## src/design/lc_pkg.sv

```systemverilog
//////////////////////////////////////////////////
// link controller shared definitions
// sync word and counter widths, link state and
// correlator mode encodings, slot timing
//////////////////////////////////////////////////
package lc_pkg;

  //////////////////////////////////////////////////
  // widths
  //////////////////////////////////////////////////

  // access code sync word
  localparam int SYNC_W = 64;
  typedef logic [SYNC_W-1:0] sync_word_t;

  // microsecond count, two slots fit
  typedef logic [10:0] us_count_t;

  // scan interval and window, in slots
  typedef logic [15:0] slot_count_t;

  // agreeing bits, 0..64
  typedef logic [6:0] corr_sum_t;

  // programmable correlation threshold
  typedef logic [6:0] thresh_t;

  //////////////////////////////////////////////////
  // encodings
  //////////////////////////////////////////////////

  // slave side link states
  typedef enum logic [3:0] {
    STANDBY,
    PAGE_SCAN,
    PAGE_SCAN_1MORE,
    SR_TXID,
    SR_RXFHS,
    SR_RXFHS_DONE,
    SR_ACKFHS,
    NEW_SLAVE,
    NEW_SLAVE_ACKPOLL,
    CONN_ACTIVE
  } link_state_e;

  // which reference word and window the correlator uses
  typedef enum logic [1:0] {
    CORR_OFF,
    CORR_SCAN,
    CORR_RESP,
    CORR_CONN
  } corr_mode_e;

  //////////////////////////////////////////////////
  // slot timing
  //////////////////////////////////////////////////

  // last count of a 625 us slot
  localparam us_count_t SLOT_US_LAST = 11'd624;
  // ID turnaround, roughly half a slot
  localparam us_count_t HALF_SLOT_US_LAST = 11'd311;
  // slots in SR_RXFHS before giving up on the FHS
  localparam logic [3:0] PAGE_RESP_TO_SLOTS = 4'd8;
  // master slots without a poll before dropping the new link
  localparam logic [4:0] NEW_CONN_TO_SLOTS = 5'd16;

endpackage

```

## src/design/corr_lane_if.sv

```systemverilog
`timescale 1ns/1ps
//////////////////////////////////////////////////
// one correlator lane
// slices in from the feeder, bit count out to the drain
//////////////////////////////////////////////////
interface corr_lane_if #(
  parameter int N_LANES = 4
) ();

  localparam int LANE_W = lc_pkg::SYNC_W / N_LANES;
  // count must reach LANE_W itself
  localparam int CNT_W  = $clog2(LANE_W + 1);

  logic [LANE_W-1:0] ref_slice;
  logic [LANE_W-1:0] rx_slice;
  logic              sample_valid;
  logic [CNT_W-1:0]  agree_count;
  logic              count_valid;

  modport feed (output ref_slice, rx_slice, sample_valid);
  modport lane (input ref_slice, rx_slice, sample_valid, output agree_count, count_valid);
  modport drain (input agree_count, count_valid);

endinterface

```

## src/design/sync_ref_select.sv

```systemverilog
`timescale 1ns/1ps
//////////////////////////////////////////////////
// correlator front end
// picks DAC or CAC and the sample window by mode,
// registers one sample and deals it out to the lanes
//////////////////////////////////////////////////
module sync_ref_select #(
  parameter int N_LANES = 4
) (
  input  logic               clk_6M,
  input  logic               rstz,
  input  lc_pkg::sync_word_t sync_in,
  input  lc_pkg::sync_word_t syncword_dac,
  input  lc_pkg::sync_word_t syncword_cac,
  input  lc_pkg::corr_mode_e corr_mode,
  input  logic               scan_open,
  corr_lane_if.feed          lanes [N_LANES]
);

  localparam int LANE_W = lc_pkg::SYNC_W / N_LANES;

  lc_pkg::sync_word_t ref_word;
  logic               win_open;
  lc_pkg::sync_word_t rx_q;
  lc_pkg::sync_word_t ref_q;
  logic               valid_q;

  // DAC while scanning and responding, CAC once connected
  always_comb
  begin
    ref_word = syncword_dac;
    win_open = 1'b0;
    case (corr_mode)
      lc_pkg::CORR_SCAN: win_open = scan_open;
      lc_pkg::CORR_RESP: win_open = 1'b1;
      lc_pkg::CORR_CONN:
      begin
        ref_word = syncword_cac;
        win_open = 1'b1;
      end
      default: win_open = 1'b0;
    endcase
  end

  // received word and its reference kept as a pair
  always_ff @(posedge clk_6M)
  begin
    if (win_open)
    begin
      rx_q  <= sync_in;
      ref_q <= ref_word;
    end
  end

  // valid trails the sampling edge by one cycle
  always_ff @(posedge clk_6M or negedge rstz)
  begin
    if (!rstz)
      valid_q <= 1'b0;
    else
      valid_q <= win_open;
  end

  // lane g gets bits [g*LANE_W +: LANE_W]
  for (genvar g = 0; g < N_LANES; g++)
  begin : g_split
    assign lanes[g].rx_slice     = rx_q[g*LANE_W +: LANE_W];
    assign lanes[g].ref_slice    = ref_q[g*LANE_W +: LANE_W];
    assign lanes[g].sample_valid = valid_q;
  end

endmodule

```

## src/design/corr_lane.sv

```systemverilog
`timescale 1ns/1ps
//////////////////////////////////////////////////
// correlator lane
// registered count of agreeing bits in one slice
//////////////////////////////////////////////////
module corr_lane (
  input  logic      clk_6M,
  input  logic      rstz,
  corr_lane_if.lane lane
);

  // slice and count widths follow the interface
  localparam int LANE_W = $bits(lane.rx_slice);
  localparam int CNT_W  = $bits(lane.agree_count);

  logic [LANE_W-1:0] agree_bits;
  logic [CNT_W-1:0]  ones;

  // 1 where received and reference bits match
  assign agree_bits = ~(lane.rx_slice ^ lane.ref_slice);

  always_comb
  begin
    ones = '0;
    for (int i = 0; i < LANE_W; i++)
      ones = ones + CNT_W'(agree_bits[i]);
  end

  // count only loaded with a fresh sample
  always_ff @(posedge clk_6M)
  begin
    if (lane.sample_valid)
      lane.agree_count <= ones;
  end

  always_ff @(posedge clk_6M or negedge rstz)
  begin
    if (!rstz)
      lane.count_valid <= 1'b0;
    else
      lane.count_valid <= lane.sample_valid;
  end

endmodule

```

## src/design/corr_threshold.sv

```systemverilog
`timescale 1ns/1ps
//////////////////////////////////////////////////
// correlator back end
// lane sum against threshold, then the slot and
// half-slot delay timer that follows a hit
//////////////////////////////////////////////////
module corr_threshold #(
  parameter int N_LANES = 4
) (
  input  logic            clk_6M,
  input  logic            rstz,
  input  logic            p_1us,
  input  lc_pkg::thresh_t corr_threshold_val,
  corr_lane_if.drain      lanes [N_LANES],
  output logic            corr_hit,
  output logic            slot_dly_endp,
  output logic            half_slot_dly_endp
);

  localparam int LANE_W = lc_pkg::SYNC_W / N_LANES;
  localparam int CNT_W  = $clog2(LANE_W + 1);

  logic [CNT_W-1:0]   lane_cnt [N_LANES];
  logic [N_LANES-1:0] lane_vld;
  lc_pkg::corr_sum_t  corr_sum;
  lc_pkg::us_count_t  us_cnt;
  logic               tmr_run;

  // lane counts and valids gathered per lane
  for (genvar g = 0; g < N_LANES; g++)
  begin : g_gather
    assign lane_cnt[g] = lanes[g].agree_count;
    assign lane_vld[g] = lanes[g].count_valid;
  end

  always_comb
  begin
    corr_sum = '0;
    for (int i = 0; i < N_LANES; i++)
      corr_sum = corr_sum + lc_pkg::corr_sum_t'(lane_cnt[i]);
  end

  // third pipeline stage, one cycle per sample
  always_ff @(posedge clk_6M or negedge rstz)
  begin
    if (!rstz)
      corr_hit <= 1'b0;
    else
      corr_hit <= (&lane_vld) && (corr_sum >= corr_threshold_val);
  end

  //////////////////////////////////////////////////
  // post-hit delay timer
  //////////////////////////////////////////////////

  // restarts on every hit, then wraps each slot so the
  // half-slot mark also lands in the slot after
  always_ff @(posedge clk_6M or negedge rstz)
  begin
    if (!rstz)
    begin
      tmr_run <= 1'b0;
      us_cnt  <= '0;
    end
    else if (corr_hit)
    begin
      tmr_run <= 1'b1;
      us_cnt  <= '0;
    end
    else if (tmr_run && p_1us)
    begin
      if (us_cnt == lc_pkg::SLOT_US_LAST)
        us_cnt <= '0;
      else
        us_cnt <= us_cnt + 1'b1;
    end
  end

  // a hit in the same cycle supersedes the old count
  assign slot_dly_endp = tmr_run && p_1us && !corr_hit &&
                         (us_cnt == lc_pkg::SLOT_US_LAST);
  assign half_slot_dly_endp = tmr_run && p_1us && !corr_hit &&
                              (us_cnt == lc_pkg::HALF_SLOT_US_LAST);

endmodule

```

## src/design/scan_window.sv

```systemverilog
`timescale 1ns/1ps
//////////////////////////////////////////////////
// page scan window
// enable latch plus interval and window slot counters
//////////////////////////////////////////////////
module scan_window (
  input  logic                clk_6M,
  input  logic                rstz,
  input  logic                tslot_p,
  input  logic                page_scan_enable,
  input  logic                page_scan_cancel,
  input  logic                scan_done,
  input  lc_pkg::slot_count_t ps_interval,
  input  lc_pkg::slot_count_t ps_window,
  output logic                scan_open
);

  logic                scan_en;
  logic                armed;
  lc_pkg::slot_count_t ivl_cnt;
  lc_pkg::slot_count_t ivl_next;
  lc_pkg::slot_count_t win_cnt;

  // enable wins over a cancel in the same cycle
  always_ff @(posedge clk_6M or negedge rstz)
  begin
    if (!rstz)
      scan_en <= 1'b0;
    else if (page_scan_enable)
      scan_en <= 1'b1;
    else if (page_scan_cancel || scan_done)
      scan_en <= 1'b0;
  end

  assign ivl_next = ivl_cnt + 1'b1;

  //////////////////////////////////////////////////
  // window counters
  //////////////////////////////////////////////////

  // armed drops with the latch so the next enable
  // opens again on its first slot boundary
  always_ff @(posedge clk_6M or negedge rstz)
  begin
    if (!rstz)
    begin
      scan_open <= 1'b0;
      armed     <= 1'b0;
      ivl_cnt   <= '0;
      win_cnt   <= '0;
    end
    else if (!scan_en)
    begin
      scan_open <= 1'b0;
      armed     <= 1'b0;
    end
    else if (tslot_p)
    begin
      // first boundary after enable, or interval elapsed
      if (!armed || ivl_next == ps_interval)
      begin
        armed     <= 1'b1;
        scan_open <= 1'b1;
        ivl_cnt   <= '0;
        win_cnt   <= lc_pkg::slot_count_t'(1);
      end
      else
      begin
        ivl_cnt <= ivl_next;
        // close after ps_window slots
        if (win_cnt == ps_window)
          scan_open <= 1'b0;
        else
          win_cnt <= win_cnt + 1'b1;
      end
    end
  end

endmodule

```

## src/design/link_fsm.sv

```systemverilog
`timescale 1ns/1ps
//////////////////////////////////////////////////
// slave link state machine
// page scan, page response and new connection,
// with the page-response and new-connection timeouts
//////////////////////////////////////////////////
module link_fsm (
  input  logic               clk_6M,
  input  logic               rstz,
  input  logic               p_1us,
  input  logic               tslot_p,
  input  logic               clk1,
  input  logic               scan_open,
  input  logic               corr_hit,
  input  logic               slot_dly_endp,
  input  logic               half_slot_dly_endp,
  input  logic               rx_is_fhs,
  input  logic               hec_good,
  input  logic               crc_good,
  input  logic               rx_is_poll,
  input  logic               lt_addressed,
  output lc_pkg::corr_mode_e corr_mode,
  output logic               scan_done,
  output logic               ps,
  output logic               spr,
  output logic               conns,
  output logic               conns_new_slave,
  output logic               fhs_rx_ok_p,
  output logic               page_resp_to
);

  lc_pkg::link_state_e cs;
  lc_pkg::link_state_e ns;
  logic                hit_seen;
  logic                fhs_ok;
  logic [3:0]          resp_cnt;
  logic [4:0]          conn_cnt;
  logic                resp_to;
  logic                conn_to;

  //////////////////////////////////////////////////
  // state register
  //////////////////////////////////////////////////

  // one step per microsecond strobe
  always_ff @(posedge clk_6M or negedge rstz)
  begin
    if (!rstz)
      cs <= lc_pkg::STANDBY;
    else if (p_1us)
      cs <= ns;
  end

  // hit is a single clock, hold it until the state moves on
  always_ff @(posedge clk_6M or negedge rstz)
  begin
    if (!rstz)
      hit_seen <= 1'b0;
    else if (corr_hit)
      hit_seen <= 1'b1;
    else if (p_1us && ns != cs)
      hit_seen <= 1'b0;
  end

  assign fhs_ok = hit_seen && rx_is_fhs && hec_good && crc_good;

  always_comb
  begin
    ns = cs;
    case (cs)
      lc_pkg::STANDBY:
        if (scan_open)
          ns = lc_pkg::PAGE_SCAN;
      // 1MORE is a second chance at the same scan
      lc_pkg::PAGE_SCAN, lc_pkg::PAGE_SCAN_1MORE:
        if (!scan_open)
          ns = lc_pkg::STANDBY;
        else if (hit_seen && slot_dly_endp)
          ns = lc_pkg::SR_TXID;
      // ID goes out, then listen half a slot later
      lc_pkg::SR_TXID:
        if (half_slot_dly_endp)
          ns = lc_pkg::SR_RXFHS;
      lc_pkg::SR_RXFHS:
        if (resp_to)
          ns = lc_pkg::PAGE_SCAN_1MORE;
        else if (fhs_ok)
          ns = lc_pkg::SR_RXFHS_DONE;
      lc_pkg::SR_RXFHS_DONE:
        if (tslot_p)
          ns = lc_pkg::SR_ACKFHS;
      lc_pkg::SR_ACKFHS:
        if (tslot_p)
          ns = lc_pkg::NEW_SLAVE;
      // wait for the master's poll on the channel code
      lc_pkg::NEW_SLAVE:
        if (hit_seen && rx_is_poll && lt_addressed && tslot_p)
          ns = lc_pkg::NEW_SLAVE_ACKPOLL;
        else if (conn_to)
          ns = lc_pkg::PAGE_SCAN;
      lc_pkg::NEW_SLAVE_ACKPOLL:
        if (tslot_p)
          ns = lc_pkg::CONN_ACTIVE;
      default:
        ns = cs;
    endcase
  end

  //////////////////////////////////////////////////
  // timeouts
  //////////////////////////////////////////////////

  // slots spent waiting for the FHS, saturating
  always_ff @(posedge clk_6M or negedge rstz)
  begin
    if (!rstz)
      resp_cnt <= '0;
    else if (cs != lc_pkg::SR_RXFHS)
      resp_cnt <= '0;
    else if (tslot_p && !resp_to)
      resp_cnt <= resp_cnt + 1'b1;
  end

  assign resp_to = (resp_cnt == lc_pkg::PAGE_RESP_TO_SLOTS);

  // only master-to-slave slots count, clk1 high
  always_ff @(posedge clk_6M or negedge rstz)
  begin
    if (!rstz)
      conn_cnt <= '0;
    else if (cs != lc_pkg::NEW_SLAVE)
      conn_cnt <= '0;
    else if (tslot_p && clk1 && !conn_to)
      conn_cnt <= conn_cnt + 1'b1;
  end

  assign conn_to = (conn_cnt == lc_pkg::NEW_CONN_TO_SLOTS);

  //////////////////////////////////////////////////
  // state decode
  //////////////////////////////////////////////////

  always_comb
  begin
    case (cs)
      lc_pkg::STANDBY:
        corr_mode = lc_pkg::CORR_OFF;
      lc_pkg::PAGE_SCAN, lc_pkg::PAGE_SCAN_1MORE:
        corr_mode = lc_pkg::CORR_SCAN;
      lc_pkg::SR_TXID, lc_pkg::SR_RXFHS, lc_pkg::SR_RXFHS_DONE, lc_pkg::SR_ACKFHS:
        corr_mode = lc_pkg::CORR_RESP;
      default:
        corr_mode = lc_pkg::CORR_CONN;
    endcase
  end

  assign ps = (cs == lc_pkg::PAGE_SCAN) || (cs == lc_pkg::PAGE_SCAN_1MORE);
  assign spr = (cs == lc_pkg::SR_TXID) || (cs == lc_pkg::SR_RXFHS) ||
               (cs == lc_pkg::SR_RXFHS_DONE) || (cs == lc_pkg::SR_ACKFHS);
  assign conns_new_slave = (cs == lc_pkg::NEW_SLAVE) || (cs == lc_pkg::NEW_SLAVE_ACKPOLL);
  // new slave already counts as connected
  assign conns = conns_new_slave || (cs == lc_pkg::CONN_ACTIVE);

  // pulses ride on the edge that takes the transition
  assign page_resp_to = (cs == lc_pkg::SR_RXFHS) && p_1us && resp_to;
  assign fhs_rx_ok_p  = (cs == lc_pkg::SR_RXFHS) && p_1us && !resp_to && fhs_ok;
  // scan latch drops once the ID for the FHS is out
  assign scan_done    = (cs == lc_pkg::SR_ACKFHS) && p_1us && tslot_p;

endmodule

```

## src/design/link_ctrl_top.sv

```systemverilog
`timescale 1ns/1ps
//////////////////////////////////////////////////
// slave link controller top
// correlator pipeline, scan window and link FSM
//////////////////////////////////////////////////
module link_ctrl_top #(
  parameter int N_LANES = 4
) (
  input  logic                clk_6M,
  input  logic                rstz,
  input  logic                p_1us,
  input  logic                tslot_p,
  input  logic                clk1,
  input  lc_pkg::sync_word_t  sync_in,
  input  lc_pkg::sync_word_t  syncword_dac,
  input  lc_pkg::sync_word_t  syncword_cac,
  input  lc_pkg::thresh_t     corr_threshold_val,
  input  logic                page_scan_enable,
  input  logic                page_scan_cancel,
  input  lc_pkg::slot_count_t ps_interval,
  input  lc_pkg::slot_count_t ps_window,
  input  logic                rx_is_fhs,
  input  logic                hec_good,
  input  logic                crc_good,
  input  logic                rx_is_poll,
  input  logic                lt_addressed,
  output logic                ps,
  output logic                spr,
  output logic                conns,
  output logic                conns_new_slave,
  output logic                corr_hit,
  output logic                fhs_rx_ok_p,
  output logic                page_resp_to
);

  lc_pkg::corr_mode_e corr_mode;
  logic               scan_open;
  logic               scan_done;
  logic               slot_dly_endp;
  logic               half_slot_dly_endp;

  // one link per lane between the three correlator stages
  corr_lane_if #(.N_LANES(N_LANES)) lane_if [N_LANES] ();

  //////////////////////////////////////////////////
  // correlator
  //////////////////////////////////////////////////

  sync_ref_select #(.N_LANES(N_LANES)) sync_ref_select_i (
    .clk_6M       (clk_6M),
    .rstz         (rstz),
    .sync_in      (sync_in),
    .syncword_dac (syncword_dac),
    .syncword_cac (syncword_cac),
    .corr_mode    (corr_mode),
    .scan_open    (scan_open),
    .lanes        (lane_if)
  );

  for (genvar g = 0; g < N_LANES; g++)
  begin : g_lane
    corr_lane corr_lane_i (
      .clk_6M (clk_6M),
      .rstz   (rstz),
      .lane   (lane_if[g])
    );
  end

  corr_threshold #(.N_LANES(N_LANES)) corr_threshold_i (
    .clk_6M             (clk_6M),
    .rstz               (rstz),
    .p_1us              (p_1us),
    .corr_threshold_val (corr_threshold_val),
    .lanes              (lane_if),
    .corr_hit           (corr_hit),
    .slot_dly_endp      (slot_dly_endp),
    .half_slot_dly_endp (half_slot_dly_endp)
  );

  //////////////////////////////////////////////////
  // scan timing and link control
  //////////////////////////////////////////////////

  scan_window scan_window_i (
    .clk_6M           (clk_6M),
    .rstz             (rstz),
    .tslot_p          (tslot_p),
    .page_scan_enable (page_scan_enable),
    .page_scan_cancel (page_scan_cancel),
    .scan_done        (scan_done),
    .ps_interval      (ps_interval),
    .ps_window        (ps_window),
    .scan_open        (scan_open)
  );

  link_fsm link_fsm_i (
    .clk_6M             (clk_6M),
    .rstz               (rstz),
    .p_1us              (p_1us),
    .tslot_p            (tslot_p),
    .clk1               (clk1),
    .scan_open          (scan_open),
    .corr_hit           (corr_hit),
    .slot_dly_endp      (slot_dly_endp),
    .half_slot_dly_endp (half_slot_dly_endp),
    .rx_is_fhs          (rx_is_fhs),
    .hec_good           (hec_good),
    .crc_good           (crc_good),
    .rx_is_poll         (rx_is_poll),
    .lt_addressed       (lt_addressed),
    .corr_mode          (corr_mode),
    .scan_done          (scan_done),
    .ps                 (ps),
    .spr                (spr),
    .conns              (conns),
    .conns_new_slave    (conns_new_slave),
    .fhs_rx_ok_p        (fhs_rx_ok_p),
    .page_resp_to       (page_resp_to)
  );

endmodule

```

## config.mk

```make
export PLATFORM = sky130hd
export DESIGN_NAME = link_ctrl_top
export DESIGN_NICKNAME = d
export VERILOG_FILES = /design/src/design/lc_pkg.sv /design/src/design/corr_lane_if.sv /design/src/design/sync_ref_select.sv /design/src/design/corr_lane.sv /design/src/design/corr_threshold.sv /design/src/design/scan_window.sv /design/src/design/link_fsm.sv /design/src/design/link_ctrl_top.sv
export SDC_FILE = /design/constraint.sdc
export NUM_CORES = 1
export LEC_CHECK = 0
export BUFFER_PORTS_ARGS = -buffer_cell sky130_fd_sc_hd__buf_2
export CAP_MARGIN = 15
export CORE_UTILIZATION = 45
export CTS_CLUSTER_SIZE = 40
export DETAILED_ROUTE_END_ITERATION = 6
export PLACE_DENSITY = 0.7
export RECOVER_POWER = 50
export SLEW_MARGIN = 30
export SYNTH_ARGS = -nofsm -noshare
export SYNTH_HDL_FRONTEND = slang
export SYNTH_SLANG_ARGS = --single-unit
```

## constraint.sdc

```tcl
create_clock -name clk_6M -period 5.6 [get_ports clk_6M]
set_input_delay 1.12 -clock clk_6M [delete_from_list [all_inputs] [get_ports clk_6M]]
set_output_delay 1.12 -clock clk_6M [all_outputs]
set_load 0.02 [all_outputs]
```

==> flow_summary.json <==
{
  "regArea_um2": 6050,
  "worstSetupStartpoint": "sync_ref_select_i.ref_q[16]$_DFFE_PP_",
  "drtIter0Drc": 467,
  "nNetsFinal": 1589,
  "async_flop_share": 0.302,
  "rr_startpoint": "sync_ref_select_i.ref_q[16]$_DFFE_PP_",
  "syn_inst": 1014,
  "period_minus_slack_ns": 4.34,
  "layout_commonest_cell": "buf_2",
  "tns_ns": 0,
  "clock_sinks": 212,
  "rsz0062_at_grt": "no",
  "clk_path_buf_depth": 3,
  "initial_core_util": 0.463,
  "setup_ws_ns": 1.26,
  "synth_area_um2": 12200,
  "n_fill_cell": 2251,
  "grt_util_all_layers": 0.172,
  "skew_ns": 0.00793,
  "floorplan.die_area_um2": 27800,
  "hp-start": "scan_window_i.armed$_DFFE_PN0P_",
  "core_region_area_um2": 26400,
  "ys_seq_area_frac": 0.496,
  "cts.clk_slew.worst_paths_ns": 0.06,
  "ys_ff_latch": 212,
  "synth_nets": 1349,
  "final_hold_viol_count": 0,
  "ir_worst_vdd_v": 0.000334,
  "dr.pass1.iters": 5,
  "violations": "capacitance limit, slew limit",
  "synth_ff_type": "edfxtp_1",
  "vias": 8161,
  "cts_tree": "built",
  "critPathLaunchType": "flop",
  "drt-wirelength-per-cell_um": 14.7,
  "cpPeakStageDelay_ns": 0.56,
  "cp_slowest_cell": "fa_1",
  "setup_viol": 0,
  "cts_resized": 0,
  "synth.distinct_cells": 72,
  "avgSynthCellArea_um2": 12.0,
  "grt_pass1_wl_um": 38800,
  "postPlaceCellArea_um2": 13700,
  "std_cell_rows": 59,
  "synth_edf_count": 148,
  "wirelength_um": 23600,
  "outcome": "finished, violations left",
  "timing.final.crit_share": 0.776,
  "p_per_area_nw_per_um2": 477,
  "hold_path.class": "flop to flop",
  "worstMarginPinSlew_ns": 2.80,
  "critical_path_class": "flop to flop",
  "end_kind": "flop",
  "layout_common_cells": "buf_2, edfxtp_1, inv_1",
  "cts_setup_buffers": 0,
  "clockRootBuffer": "clkbuf_16",
  "grt_max_degree": 74,
  "slew_violations": 110,
  "holdBufCountCts": 0,
  "crit_path_frequent_cell": "fa_1",
  "grt_pass1_vias": 8239,
  "grt_antenna_before_repair": 1,
  "h-tree-depth": 1,
  "syn_to_final_growth_pct": 18.9,
  "cap_violations": 2,
  "cts_buffers": 25,
  "multiInputGateArea_um2": 5580,
  "p_leak_nw": 6.19,
  "holdWs_ns": 0.488,
  "yosys_warnings": 0,
  "crit_required_ns": 5.86,
  "path_max_fanout": 2,
  "grt-ovfl-total": 0,
  "fmaxAchievable_mhz": 230,
  "pre_cts_ws_ns": 1.23,
  "die_h_um": 167,
  "viasPerCell": 5.08,
  "io_buffer_count": 249,
  "io_pins": 250,
  "crit_chain": "xnor2_1 -> ha_1 -> inv_1 -> fa_1 -> fa_1 -> fa_1 -> inv_1 -> fa_1 -> inv_1 -> fa_1 -> fa_1 -> xnor2_1",
  "place_hpwl_um": 17500,
  "fp.dieW_um": 167,
  "final_area_um2": 14500,
  "drc": 0,
  "max_slew_margin": -0.866,
  "ant_nets": 0,
  "cp.arrival_ns": 4.60,
  "clock_latency_ns": 0.51,
  "gp_congestion": 0.866,
  "drive_gt1_frac": 0.283
}
==> report_power, final <==
group | switching (W) | internal, W
logic | 0.00167 | 0.00152
registers | 0.000158 | 0.00206
clock network | 0.000610 | 0.000905
total | 0.00243 | 0.00449
==> cell type report <==
| cell class | count | share of cell area |
|---|---|---|
| flip-flops and latches | 212 | 0.417 |
| multi-input cells | 651 | 0.385 |
| repair buffers | 252 | 0.0867 |
| clock buffers | 33 | 0.0474 |
| inverters | 112 | 0.0290 |
| well taps | 335 | 0.0289 |
| clock inverters | 12 | 0.00613 |
| diodes | 1 | 0.000173 |
==> per-stage QoR <==
step	total power, W	utilization	instances
2_1_floorplan	0.00479	-	1014
3_3_place_gp	0.00531	0.521	1562
3_5_place_dp	0.00551	0.521	1562
4_1_cts	0.00706	0.550	1607
5_1_grt	0.00765	0.550	1608
6_report	0.00692	0.550	1608
==> logic make-up (layout without fill, tap and decap cells) <==
| kind of cell | Yosys count | count (layout) | share of synthesized area |
|---|---|---|---|
| AOI/OAI and AO/OA | 131 | 131 | 0.0770 |
| xor gates and xnor gates | 135 | 135 | 0.0969 |
| adders and majority gates | 93 | 93 | 0.124 |
| buffers and inverters | 151 | 409 | 0.0487 |
| DFF | 212 | 212 | 0.496 |
| muxes | 65 | 65 | 0.0599 |
| other | 0 | 1 | 0 |
| and+or+nand+nor | 227 | 227 | 0.0977 |
==> metal layers <==
metal  up-vias  global-route usage  part of all wire
met4         0              0.0451             0.020
li1       4012                   -                 -
met1      3843               0.210              0.41
met5         -                   0                 0
met3        37              0.0342             0.064
met2       269               0.309              0.50
==> critical path: cells and delay by family, from the launching register on <==
| kind | cells | cell delay, ns |
|---|---|---|
| buf+inv | 3 | 0.16 |
| flops | 1 | 0.38 |
| xor+xnor | 2 | 0.28 |
| fa+ha+maj | 7 | 3.26 |
==> registers in the layout (all words and copies together) (netlist names) <==
name                                  count
corr_threshold_i.corr_hit                 1
corr_threshold_i.tmr_run                  1
corr_threshold_i.us_cnt                  11
g_lane.corr_lane_i.lane.agree_count      20
g_lane.corr_lane_i.lane.count_valid       1
link_fsm_i.conn_cnt                       5
link_fsm_i.cs                             4
link_fsm_i.hit_seen                       1
link_fsm_i.resp_cnt                       4
scan_window_i.armed                       1
scan_window_i.ivl_cnt                    16
scan_window_i.scan_en                     1
scan_window_i.scan_open                   1
scan_window_i.win_cnt                    16
sync_ref_select_i.lanes.sample_valid      1
sync_ref_select_i.ref_q                  64
sync_ref_select_i.rx_q                   64
==> cell usage after synthesis (3+ instances only) <==
cell | number | area, µm²
fa_1 | 47 | 941
a211oi_1 | 4 | 30.0
and2_1 | 6 | 37.5
o21ai_0 | 31 | 155
o21a_1 | 5 | 37.5
nor4_1 | 7 | 43.8
xnor2_1 | 69 | 604
nor3b_1 | 5 | 37.5
and4_1 | 6 | 52.6
ha_1 | 45 | 563
a22o_1 | 3 | 26.3
or3_1 | 4 | 25.0
buf_2 | 3 | 15.0
nand2b_1 | 10 | 62.6
nor2b_1 | 9 | 56.3
o311ai_2 | 4 | 65.1
nand3_1 | 31 | 155
a31oi_1 | 9 | 56.3
nand4b_1 | 3 | 26.3
mux2_2 | 64 | 721
inv_1 | 112 | 420
clkbuf_1 | 28 | 105
and3_1 | 9 | 56.3
buf_4 | 4 | 30.0
nand4_1 | 16 | 100
dfrtp_1 | 64 | 1600
nand2_1 | 50 | 188
edfxtp_1 | 148 | 4440
nor3_1 | 9 | 45.0
o31ai_1 | 7 | 52.6
o22ai_1 | 5 | 31.3
a21oi_1 | 22 | 110
xor2_1 | 66 | 578
o211ai_1 | 4 | 30.0
a21o_1 | 14 | 105
nor2_1 | 49 | 184
==> worst paths after layout <==
path	endpoint	cells past startpoint	slack (ns)
max in group asynchronous	corr_threshold_i.corr_hit$_DFF_PN0_	2	1.79
setup reg to reg	g_lane[1].corr_lane_i.lane.agree_count[2]$_DFFE_PP_	12	1.26
hold reg to reg	scan_window_i.armed$_DFFE_PN0P_	1	0.49
min in group asynchronous	scan_window_i.ivl_cnt[10]$_DFFE_PN0P_	1	0.68
hold / removal	scan_window_i.armed$_DFFE_PN0P_	1	0.49
setup / recovery	g_lane[1].corr_lane_i.lane.agree_count[2]$_DFFE_PP_	12	1.26
Note: power is estimated with default switching activity, not from simulation.
